### src/rtl/iq_pkg.sv
`default_nettype none

package iq_pkg;

    // physical destination tag
    typedef logic [3:0] tag_t;

    // operand and result word
    typedef logic [15:0] data_t;

    typedef enum logic [2:0] {
        ALU_ADD = 3'd0,
        ALU_SUB = 3'd1,
        ALU_AND = 3'd2,
        ALU_OR  = 3'd3,
        ALU_XOR = 3'd4,
        ALU_SLL = 3'd5
    } alu_op_e;

    // value is valid once ready is set, otherwise tag names the producer
    typedef struct packed {
        logic  ready;
        tag_t  tag;
        data_t value;
    } operand_t;

    typedef struct packed {
        alu_op_e  op;
        tag_t     dst;
        operand_t src1;
        operand_t src2;
    } iq_entry_t;

    // one broadcast per lane
    typedef struct packed {
        logic  valid;
        tag_t  tag;
        data_t data;
    } wake_t;

    localparam int DEF_QUEUE_LEN = 8;
    localparam int DEF_ISSUE_WIDTH = 2;

endpackage

`default_nettype wire

### src/rtl/issue_if.sv
`timescale 1ns/1ns
`default_nettype none

interface issue_if #(
    parameter int ISSUE_WIDTH = iq_pkg::DEF_ISSUE_WIDTH
);
    import iq_pkg::*;

    logic    [ISSUE_WIDTH-1:0] valid;
    alu_op_e [ISSUE_WIDTH-1:0] op;
    tag_t    [ISSUE_WIDTH-1:0] dst;
    data_t   [ISSUE_WIDTH-1:0] a;
    data_t   [ISSUE_WIDTH-1:0] b;

    // queue side
    modport issue (output valid, op, dst, a, b);

    // alu side
    modport exec (input valid, op, dst, a, b);

endinterface

`default_nettype wire

### src/rtl/dispatch_wb.sv
`timescale 1ns/1ns
`default_nettype none

module dispatch_wb #(
    parameter int QUEUE_LEN = iq_pkg::DEF_QUEUE_LEN
) (
    input  wire logic                           clk,
    input  wire logic                           rst_n,
    input  wire logic                           wb_cyc,
    input  wire logic                           wb_stb,
    input  wire logic                           wb_we,
    input  wire logic [1:0]                     wb_adr,
    input  wire logic [31:0]                    wb_dat_w,
    output logic      [31:0]                    wb_dat_r,
    output logic                                wb_ack,
    output logic                                push_valid,
    output iq_pkg::iq_entry_t                   push_entry,
    input  wire logic                           push_ready,
    input  wire logic [$clog2(QUEUE_LEN+1)-1:0] occupancy
);
    import iq_pkg::*;

    localparam logic [1:0] ADR_SRC1 = 2'd0;
    localparam logic [1:0] ADR_SRC2 = 2'd1;
    localparam logic [1:0] ADR_CMD  = 2'd2;
    localparam logic [1:0] ADR_STAT = 2'd3;

    operand_t src1_q;
    operand_t src2_q;
    logic     req;
    logic     cmd_req;

    // a transfer is seen once, ack masks the cycle it completes in
    assign req = wb_cyc && wb_stb && !wb_ack;
    assign cmd_req = req && wb_we && (wb_adr == ADR_CMD);

    assign push_valid = cmd_req;

    always_comb begin
        push_entry.op = alu_op_e'(wb_dat_w[6:4]);
        push_entry.dst = tag_t'(wb_dat_w[3:0]);
        push_entry.src1 = src1_q;
        push_entry.src2 = src2_q;
    end

    always_ff @(posedge clk) begin
        if (!rst_n) begin
            wb_ack <= 1'b0;
        end else if (cmd_req) begin
            // command waits for the queue
            wb_ack <= push_ready;
        end else begin
            wb_ack <= req;
        end
    end

    // staged sources
    always_ff @(posedge clk) begin
        if (req && wb_we && wb_adr == ADR_SRC1) begin
            src1_q <= operand_t'(wb_dat_w[20:0]);
        end
        if (req && wb_we && wb_adr == ADR_SRC2) begin
            src2_q <= operand_t'(wb_dat_w[20:0]);
        end
    end

    always_ff @(posedge clk) begin
        if (req && !wb_we) begin
            case (wb_adr)
                ADR_SRC1: wb_dat_r <= {11'd0, src1_q};
                ADR_SRC2: wb_dat_r <= {11'd0, src2_q};
                ADR_STAT: wb_dat_r <= 32'(occupancy);
                default:  wb_dat_r <= 32'd0;
            endcase
        end
    end

endmodule

`default_nettype wire

### src/rtl/issue_queue.sv
`timescale 1ns/1ns
`default_nettype none

module issue_queue #(
    parameter int QUEUE_LEN   = iq_pkg::DEF_QUEUE_LEN,
    parameter int ISSUE_WIDTH = iq_pkg::DEF_ISSUE_WIDTH
) (
    input  wire logic                              clk,
    input  wire logic                              rst_n,
    input  wire logic                              flush,
    input  wire logic                              push_valid,
    input  wire iq_pkg::iq_entry_t                 push_entry,
    output logic                                   push_ready,
    input  wire iq_pkg::wake_t [ISSUE_WIDTH-1:0]   wake,
    issue_if.issue                                 iss,
    output logic                                   full,
    output logic [$clog2(QUEUE_LEN+1)-1:0]         occupancy
);
    import iq_pkg::*;

    localparam int OCC_W = $clog2(QUEUE_LEN+1);

    iq_entry_t            q     [QUEUE_LEN];
    iq_entry_t            q_n   [QUEUE_LEN];
    logic [OCC_W-1:0]     count;
    logic [OCC_W-1:0]     count_n;
    logic                 accept;
    logic [ISSUE_WIDTH-1:0] lane_valid;
    iq_entry_t            lane_e [ISSUE_WIDTH];

    // mark a source ready when its producer broadcasts
    function automatic operand_t wake_operand(
        operand_t                      src,
        wake_t [ISSUE_WIDTH-1:0]       wk
    );
        operand_t res;
        res = src;
        for (int w = 0; w < ISSUE_WIDTH; w++) begin
            if (wk[w].valid && !res.ready && res.tag == wk[w].tag) begin
                res.ready = 1'b1;
                res.value = wk[w].data;
            end
        end
        return res;
    endfunction

    always_comb begin
        iq_entry_t woken [QUEUE_LEN];
        iq_entry_t inc;
        int        n;
        int        k;

        // wakeup first on stored entries and the incoming one
        for (int j = 0; j < QUEUE_LEN; j++) begin
            woken[j] = q[j];
            woken[j].src1 = wake_operand(q[j].src1, wake);
            woken[j].src2 = wake_operand(q[j].src2, wake);
        end
        inc = push_entry;
        inc.src1 = wake_operand(push_entry.src1, wake);
        inc.src2 = wake_operand(push_entry.src2, wake);

        q_n = q;
        n = 0;
        k = 0;
        lane_valid = '0;
        for (int l = 0; l < ISSUE_WIDTH; l++) begin
            lane_e[l] = '0;
        end

        // oldest ready entries take the lanes while the rest move to the head
        for (int j = 0; j < QUEUE_LEN; j++) begin
            if (j < int'(count)) begin
                if (woken[j].src1.ready && woken[j].src2.ready && n < ISSUE_WIDTH) begin
                    lane_valid[n] = 1'b1;
                    lane_e[n] = woken[j];
                    n = n + 1;
                end else begin
                    q_n[k] = woken[j];
                    k = k + 1;
                end
            end
        end

        // incoming entry issues at once or goes to the tail
        accept = 1'b0;
        if (n < ISSUE_WIDTH && inc.src1.ready && inc.src2.ready) begin
            accept = 1'b1;
            if (push_valid && !flush) begin
                lane_valid[n] = 1'b1;
                lane_e[n] = inc;
            end
        end else if (k < QUEUE_LEN) begin
            accept = 1'b1;
            if (push_valid && !flush) begin
                q_n[k] = inc;
                k = k + 1;
            end
        end

        count_n = OCC_W'(k);
    end

    // nothing leaves or enters while flushing
    assign push_ready = accept && !flush;

    assign iss.valid = lane_valid & {ISSUE_WIDTH{!flush}};

    for (genvar l = 0; l < ISSUE_WIDTH; l++) begin : g_lane
        assign iss.op[l] = lane_e[l].op;
        assign iss.dst[l] = lane_e[l].dst;
        assign iss.a[l] = lane_e[l].src1.value;
        assign iss.b[l] = lane_e[l].src2.value;
    end

    always_ff @(posedge clk) begin
        if (!rst_n || flush) begin
            count <= '0;
        end else begin
            count <= count_n;
        end
    end

    always_ff @(posedge clk) begin
        q <= q_n;
    end

    assign full = (count == OCC_W'(QUEUE_LEN));
    assign occupancy = count;

endmodule

`default_nettype wire

### src/rtl/alu_lanes.sv
`timescale 1ns/1ns
`default_nettype none

module alu_lanes #(
    parameter int ISSUE_WIDTH = iq_pkg::DEF_ISSUE_WIDTH
) (
    input  wire logic                        clk,
    input  wire logic                        rst_n,
    issue_if.exec                            iss,
    output iq_pkg::wake_t [ISSUE_WIDTH-1:0]  wake
);
    import iq_pkg::*;

    logic [ISSUE_WIDTH-1:0] valid_q;
    tag_t                   tag_q [ISSUE_WIDTH];
    data_t                  res_q [ISSUE_WIDTH];

    function automatic data_t alu_calc(alu_op_e op, data_t a, data_t b);
        data_t r;
        case (op)
            ALU_ADD: r = a + b;
            ALU_SUB: r = a - b;
            ALU_AND: r = a & b;
            ALU_OR:  r = a | b;
            ALU_XOR: r = a ^ b;
            // shift amount from the low nibble
            ALU_SLL: r = a << b[3:0];
            default: r = '0;
        endcase
        return r;
    endfunction

    always_ff @(posedge clk) begin
        if (!rst_n) begin
            valid_q <= '0;
        end else begin
            valid_q <= iss.valid;
        end
    end

    always_ff @(posedge clk) begin
        for (int l = 0; l < ISSUE_WIDTH; l++) begin
            tag_q[l] <= iss.dst[l];
            res_q[l] <= alu_calc(iss.op[l], iss.a[l], iss.b[l]);
        end
    end

    // broadcast back to the queue
    for (genvar l = 0; l < ISSUE_WIDTH; l++) begin : g_wake
        assign wake[l].valid = valid_q[l];
        assign wake[l].tag = tag_q[l];
        assign wake[l].data = res_q[l];
    end

endmodule

`default_nettype wire

### src/rtl/issue_cluster.sv
`timescale 1ns/1ns
`default_nettype none

module issue_cluster #(
    parameter int QUEUE_LEN   = iq_pkg::DEF_QUEUE_LEN,
    parameter int ISSUE_WIDTH = iq_pkg::DEF_ISSUE_WIDTH
) (
    input  wire logic                        clk,
    input  wire logic                        rst_n,
    input  wire logic                        flush,
    input  wire logic                        wb_cyc,
    input  wire logic                        wb_stb,
    input  wire logic                        wb_we,
    input  wire logic [1:0]                  wb_adr,
    input  wire logic [31:0]                 wb_dat_w,
    output logic      [31:0]                 wb_dat_r,
    output logic                             wb_ack,
    output logic                             full,
    output logic [ISSUE_WIDTH-1:0]           done_valid,
    output iq_pkg::tag_t [ISSUE_WIDTH-1:0]   done_tag,
    output iq_pkg::data_t [ISSUE_WIDTH-1:0]  done_data
);
    import iq_pkg::*;

    localparam int OCC_W = $clog2(QUEUE_LEN+1);

    logic                    push_valid;
    iq_entry_t               push_entry;
    logic                    push_ready;
    logic [OCC_W-1:0]        occupancy;
    wake_t [ISSUE_WIDTH-1:0] wake;

    issue_if #(.ISSUE_WIDTH(ISSUE_WIDTH)) iss_if ();

    dispatch_wb #(.QUEUE_LEN(QUEUE_LEN)) dispatch_wb_i (
        .clk        (clk),
        .rst_n      (rst_n),
        .wb_cyc     (wb_cyc),
        .wb_stb     (wb_stb),
        .wb_we      (wb_we),
        .wb_adr     (wb_adr),
        .wb_dat_w   (wb_dat_w),
        .wb_dat_r   (wb_dat_r),
        .wb_ack     (wb_ack),
        .push_valid (push_valid),
        .push_entry (push_entry),
        .push_ready (push_ready),
        .occupancy  (occupancy)
    );

    issue_queue #(.QUEUE_LEN(QUEUE_LEN), .ISSUE_WIDTH(ISSUE_WIDTH)) issue_queue_i (
        .clk        (clk),
        .rst_n      (rst_n),
        .flush      (flush),
        .push_valid (push_valid),
        .push_entry (push_entry),
        .push_ready (push_ready),
        .wake       (wake),
        .iss        (iss_if.issue),
        .full       (full),
        .occupancy  (occupancy)
    );

    alu_lanes #(.ISSUE_WIDTH(ISSUE_WIDTH)) alu_lanes_i (
        .clk   (clk),
        .rst_n (rst_n),
        .iss   (iss_if.exec),
        .wake  (wake)
    );

    // completion ports mirror the wake bus
    for (genvar l = 0; l < ISSUE_WIDTH; l++) begin : g_done
        assign done_valid[l] = wake[l].valid;
        assign done_tag[l] = wake[l].tag;
        assign done_data[l] = wake[l].data;
    end

endmodule

`default_nettype wire

### config.mk
export PLATFORM = sky130hd
export DESIGN_NAME = issue_cluster
export DESIGN_NICKNAME = d
export VERILOG_FILES = /design/src/rtl/iq_pkg.sv /design/src/rtl/issue_if.sv /design/src/rtl/dispatch_wb.sv /design/src/rtl/issue_queue.sv /design/src/rtl/alu_lanes.sv /design/src/rtl/issue_cluster.sv
export SDC_FILE = /design/constraint.sdc
export NUM_CORES = 2
export LEC_CHECK = 0
export BUFFER_PORTS_ARGS = -buffer_cell sky130_fd_sc_hd__buf_4
export CAP_MARGIN = 40
export CELL_PAD_IN_SITES_DETAIL_PLACEMENT = 1
export CELL_PAD_IN_SITES_GLOBAL_PLACEMENT = 2
export CORE_MARGIN = 3
export CORE_UTILIZATION = 30
export CTS_CLUSTER_SIZE = 20
export DETAILED_ROUTE_END_ITERATION = 16
export GPL_TIMING_DRIVEN = 0
export PLACE_DENSITY = 0.67
export SYNTH_ARGS = -nofsm -noshare
export SYNTH_HDL_FRONTEND = slang
export SYNTH_HIERARCHICAL = 1
export SYNTH_SLANG_ARGS = --single-unit
### constraint.sdc
create_clock -name clk -period 13.15 [get_ports clk]
set_input_delay 0.6575 -clock clk [delete_from_list [all_inputs] [get_ports clk]]
set_output_delay 0.6575 -clock clk [all_outputs]
set_load 0.03 [all_outputs]
## Word-level counts from Yosys, hierarchy flattened

Memory sizes are Yosys's and may differ from the RTL's.
Cells that the tools add are included.

- Add/sub/neg operators: 19
- Order comparisons: 65
- Equal/unequal tests: 50
- Shift-type cells: 2
- Mux-type cells: 232
- Bitwise gates (word level): 31
- Reduce and logical (&&, ||, !) cells: 166

Operator list:

| operator | number |
|---|---|
| $mux 392 | 17 |
| $bwmux 392 | 8 |
| $mux 98 | 16 |
| $demux 49 s3 | 8 |
| $mux 32 | 30 |
| $mux 49 | 18 |
| $bwmux 98 | 8 |
| $mux 16 | 36 |
| $lt 32x1->1 const B | 16 |
| $lt 32x3->1 const B | 16 |
| $not 32->32 | 16 |
| $add 32x2->32 const B | 14 |
| $demux 49 s1 | 8 |
| $ge 32x1->1 const B | 8 |
| $ge 32x2->1 const B | 8 |
| $ge 32x4->1 const B | 8 |
| $pmux 16 s6 | 2 |
| $eq 4x4->1 | 36 |
| $logic_and 1x1->1 | 122 |
| $mux 42 | 2 |
| $pmux 21 s3 | 1 |
| $mux 1 | 51 |
| $logic_not 1->1 | 40 |
| $add 16x16->16 | 2 |
| other kinds (25) | 74 |

- Bits in registers: 473
- Memory bits (writable): 40
- Input port bits: 40
- Output and inout bits: 76
- Logic and storage cells: 641
- Memories kept: 2

Memory list:

| memory | depth | width | read ports | clocked after Yosys merged registers in | write ports | RTL line | RTL |
|---|---|---|---|---|---|---|---|
| alu_lanes_i.res_q | 2 | 16 | 2 | 0 | 2 | alu_lanes.sv:16 | `data_t res_q [ISSUE_WIDTH];` |
| alu_lanes_i.tag_q | 2 | 4 | 2 | 0 | 2 | alu_lanes.sv:15 | `tag_t tag_q [ISSUE_WIDTH];` |

## Longest topological paths before layout

- Depth in word-level cells: 49
- Depth in mapped cells: 60
- Depth with buffers taken out: 51

## By module

The synthesis kept the hierarchy.

Modules (own cells, without submodules):

| module | instances | cells an instance | area each (um2) | seq. area each (um2) |
|---|---|---|---|---|
| issue_queue | 1 | 6559 | 52427.8 | 7927.6 |
| alu_lanes | 1 | 829 | 6048.3 | 840.8 |
| dispatch_wb | 1 | 144 | 2492.4 | 1911.8 |

## Worst setup path after synthesis

OpenSTA, ideal clock, no wires.

- Path kind: register to register
- From: memory alu_lanes_i/tag_q[0][6] (netlist bit)
- To: memory alu_lanes_i/res_q[0][31] (netlist bit)
- Setup time: 0.079 ns
- Data arrival time: 11.175 ns
- Data required time: 13.071 ns
- Setup slack: 1.897 ns
- Cell stages (with the launch flop): 53
- Path buffers: 7
- Period minus slack after synthesis: 11.253 ns
- Cells stage by stage: dfxtp_1 buf_2 xor2_1 nor4_2 o32ai_4 nor2_1 inv_1 clkbuf_1 ha_1 nand2_1 o31a_1 clkbuf_1 inv_1 ha_1 nand2_1 nand2_1 ha_1 or2_2 [... 17 more ...] clkbuf_1 buf_1 o211ai_1 o21ai_0 clkbuf_1 inv_1 clkbuf_1 ha_1 nor2b_1 a41oi_1 xnor2_1 ha_1 a211o_1 o31a_1 a31oi_1 o21bai_1 xor2_1 o211ai_1

RTL lines:

| item | RTL line |
|---|---|
| start: declaration | alu_lanes.sv:15 |
| end: declaration | alu_lanes.sv:16 |

==> results.tsv <==
stage	metric	value	unit
worst_setup_path	r2r_start	alu_lanes_i/valid_q[0]	
logic_synthesis	yosys_most_used_dff	dfxtp_1	
timing	hold_viol_final	0	
detailed_routing	vias	72200	
power	p_leak	35.0	nW
detailed_routing	drt_iter0_markers	9304	
timing	fmax	77.5	MHz
logic_synthesis	synth_compound_area_share	16.5	%
logic_synthesis	yosysSeqAreaShare	17.5	%
worst_setup_path	path_depth	41	
floorplanning	dieArea	209000	um^2
logic_synthesis	avgSynthCellArea	8.09	um^2
layout	final_common_cell	mux2i_1	
power	p_per_area	60.7	nW/um^2
worst_setup_path	cp_num_buf_inv	15	
worst_setup_path	slowest_delay	0.62	ns
placement	place_hpwl	383000	um
floorplanning	die_h	457	um
worst_setup_path	crit_type	reg -> reg	
placement	portBuffers	93	
grt	track_usage	44.5	%
floorplanning	die_x	457	um
logic_synthesis	synthAdderAreaFrac	2.55	%
logic_synthesis	synth-seq-cells	502	
timing	relSlewSlack	29.4	%
layout	areaGrowthSynthToFinish	24.3	%
logic_synthesis	yosys.area_share.xor_xnor	2.71	%
cts	clk-insertion-delay-late	0.78	ns
grt	grt_pass1_vias	71000	
timing	skew	0.0477	ns
worst_setup_path	r2r_slack	0.24	ns
logic_synthesis	synth_area	61000	um^2
logic_synthesis	synthArstFlopShare	0	%
power	power.total	0.00460	W
layout	nets	8530	
detailed_routing	drc	0	
grt	antenna_found_initial	29	
grt	grt-ovfl-total	0	
floorplanning	num_rows	164	
cts	numCtsBuffers	78	
cts	hold_buffers	0	
timing	grt_setup_unrepaired	false	
cts	cts-root-buf	clkbuf_16	
timing	tightest_slew	1.06	ns
grt	grt_start_max_net_pins	16	
detailed_routing	detail_route.first_pass.iterations	6	
worst_setup_path	cpMostUsedCell	ha_1	
worst_setup_path	endpoint_kind	flop	
timing	min_period	12.91	ns
placement	globalplace.congestion	1.08	
logic_synthesis	synthSimpleGateAreaFrac	11.4	%
worst_setup_path	cp_slowest_cell	mux2i_1	
worst_setup_path	rr_worst_depth	41	
timing	setup_viol	0	
grt	grt_pass1_wl	641000	um
detailed_routing	wire_per_inst	43.7	um
logic_synthesis	yosysWarnings	6	
layout	final_cell_mix	mux2i_1, nand2_1, nor2_1	
floorplanning	initial_utilization	30.3	%
logic_synthesis	netlist_instances	7532	
cts	cts_tree	done	
cts	clk_pin_slew	0.07	ns
timing	drv_slew	0	
detailed_routing	routed_wl	485000	um
floorplanning	core	201000	um^2
power	vdd_drop_max	0.101	mV
floorplanning	io_pins	116	
placement	dp_slack	-2.31	ns
logic_synthesis	synthMuxAreaShare	42.7	%
worst_setup_path	critPathTopFamily	buffers and inverters	
layout	drive_gt1_share	19.5	%
timing	whs	0.0969	ns
logic_synthesis	synth.distinct_cells	110	
worst_setup_path	worst_ep_required_time	13.77	ns
cts	ctsLongestPathBuffers	3	
logic_synthesis	synth_edf_count	63	
layout	layout.cells.non_filler	11100	
detailed_routing	drtAntennaViolNets	0	
cts	cts_max_level	3	
worst_setup_path	startpoint	alu_lanes_i/valid_q[0]	
cts	clock_sinks	502	
worst_setup_path	crit_end	issue_queue_i/q[167]	
min_path	worstHoldPathType	in -> reg	
timing	finalCritPeriodShare	98.2	%
status	status	complete, no violations	
logic_synthesis	synth_top_family_by_area	multiplexers	
timing	worst_slack	0.243	ns
worst_setup_path	worstSetupStartpointType	flop	
worst_setup_path	crit_arrival	13.52	ns
worst_setup_path	rr_endpoint	issue_queue_i/q[167]	
layout	num-fill-cells	23800	
worst_setup_path	cp_max_fo	11	
placement	placed_cells_incl_taps	10900	
flow_run	maxCapViolCount	0	
detailed_routing	viasPerCell	6.50	
-- per-layer routing --
metal  global-route usage [%]  vias to the layer above  share of wire (%)
met5                        0                        -             0.0056
met4                     37.5                        4                 10
met3                     14.9                     1674                 11
met2                     63.3                     5158                 40
met1                     53.7                    36300                 39
li1                         -                    29100                  -
-- cells by family (layout without fill, tap and decap cells) --
logic type / Yosys count / in the layout
multiplexers: 2534 / 2534
AO/OA/AOI/OAI: 1639 / 1639
AND/OR/NAND/NOR: 1568 / 1568
buffers and inverters: 982 / 1867
flip-flops: 502 / 502
XOR/XNOR: 183 / 183
adder cells (fa/ha/maj): 123 / 123
other: 1 / 35
-- power by group --
| part | internal, W | switching (W) | leakage, nW |
|---|---|---|---|
| clock | 0.00137 | 0.00101 | 1.33 |
| sequential | 0.00159 | 0.0000385 | 4.13 |
| combinational | 0.000207 | 0.000394 | 29.6 |
| total | 0.00316 | 0.00144 | 35.0 |
-- repair_timing --
action / CTS / global route
buffers inserted: 5 / 10
cloned: 0 / 0
pin swaps: 3 / 15
gates resized for setup: 31 / 55
endpoints found under the setup margin: 31 / 276
-- cell type report --
class	count	area [um^2]	share of cell area (%)
repair buffers	753	8140	10.7
inverters	214	807	1.06
multi-input cells	6058	46800	61.8
flip-flops and latches	502	10700	14.1
clock buffers	104	2270	3.00
plain buffers	760	3280	4.32
diodes	24	60.1	0.0792
clock inverters	36	405	0.535
well taps	2656	3320	4.38
-- state kept, by name, indices dropped and copies added, names as in the netlist --
signal and flops:
alu_lanes_i/res_q 32, alu_lanes_i/tag_q 8, alu_lanes_i/valid_q 2, dispatch_wb_i/push_entry 42, dispatch_wb_i/wb_ack 1, dispatch_wb_i/wb_dat_r 21, issue_queue_i/occupancy 4, issue_queue_i/q 392
-- cell usage after synthesis (103+ instances only) --
library cell  number  area share (%)
nor2_1           517             3.2
buf_2            103            0.85
a21oi_1          446             3.7
o21ai_0          462             3.8
nand2_1          645             4.0
clkbuf_1         501             3.1
mux2i_1         2084              34
inv_1            204             1.3
o211ai_1         210             2.6
ha_1             121             2.5
buf_1            125            0.77
mux2_2           373             6.9
dfxtp_1          439              14
-- through the flow --
stage	instance area, um^2	TNS [ns]	utilization, %
5_1_grt	75700	0	37.7
2_1_floorplan	61000	0	-
3_3_place_gp	65000	-942.06	32.4
6_report	75800	0	37.7
4_1_cts	75400	0	37.6
3_5_place_dp	72600	-48.59	36.2
-- worst min path at each step --
stage / end / start / depth (start not counted) / slack, ns
after global routing: dispatch_wb_i/push_entry[30] / wb_dat_w[9] / 1 / 0.08
after floorplan: dispatch_wb_i/wb_dat_r[3] / issue_queue_i/occupancy[3] / 2 / 0.53
after CTS: dispatch_wb_i/push_entry[29] / wb_dat_w[8] / 1 / 0.05
final: dispatch_wb_i/push_entry[26] / wb_dat_w[5] / 1 / 0.1
after detailed placement: dispatch_wb_i/wb_dat_r[15] / dispatch_wb_i/push_entry[36] / 2 / 0.61
after global placement: dispatch_wb_i/wb_dat_r[15] / dispatch_wb_i/push_entry[36] / 2 / 0.61
Power figures use the tool's default switching activity.
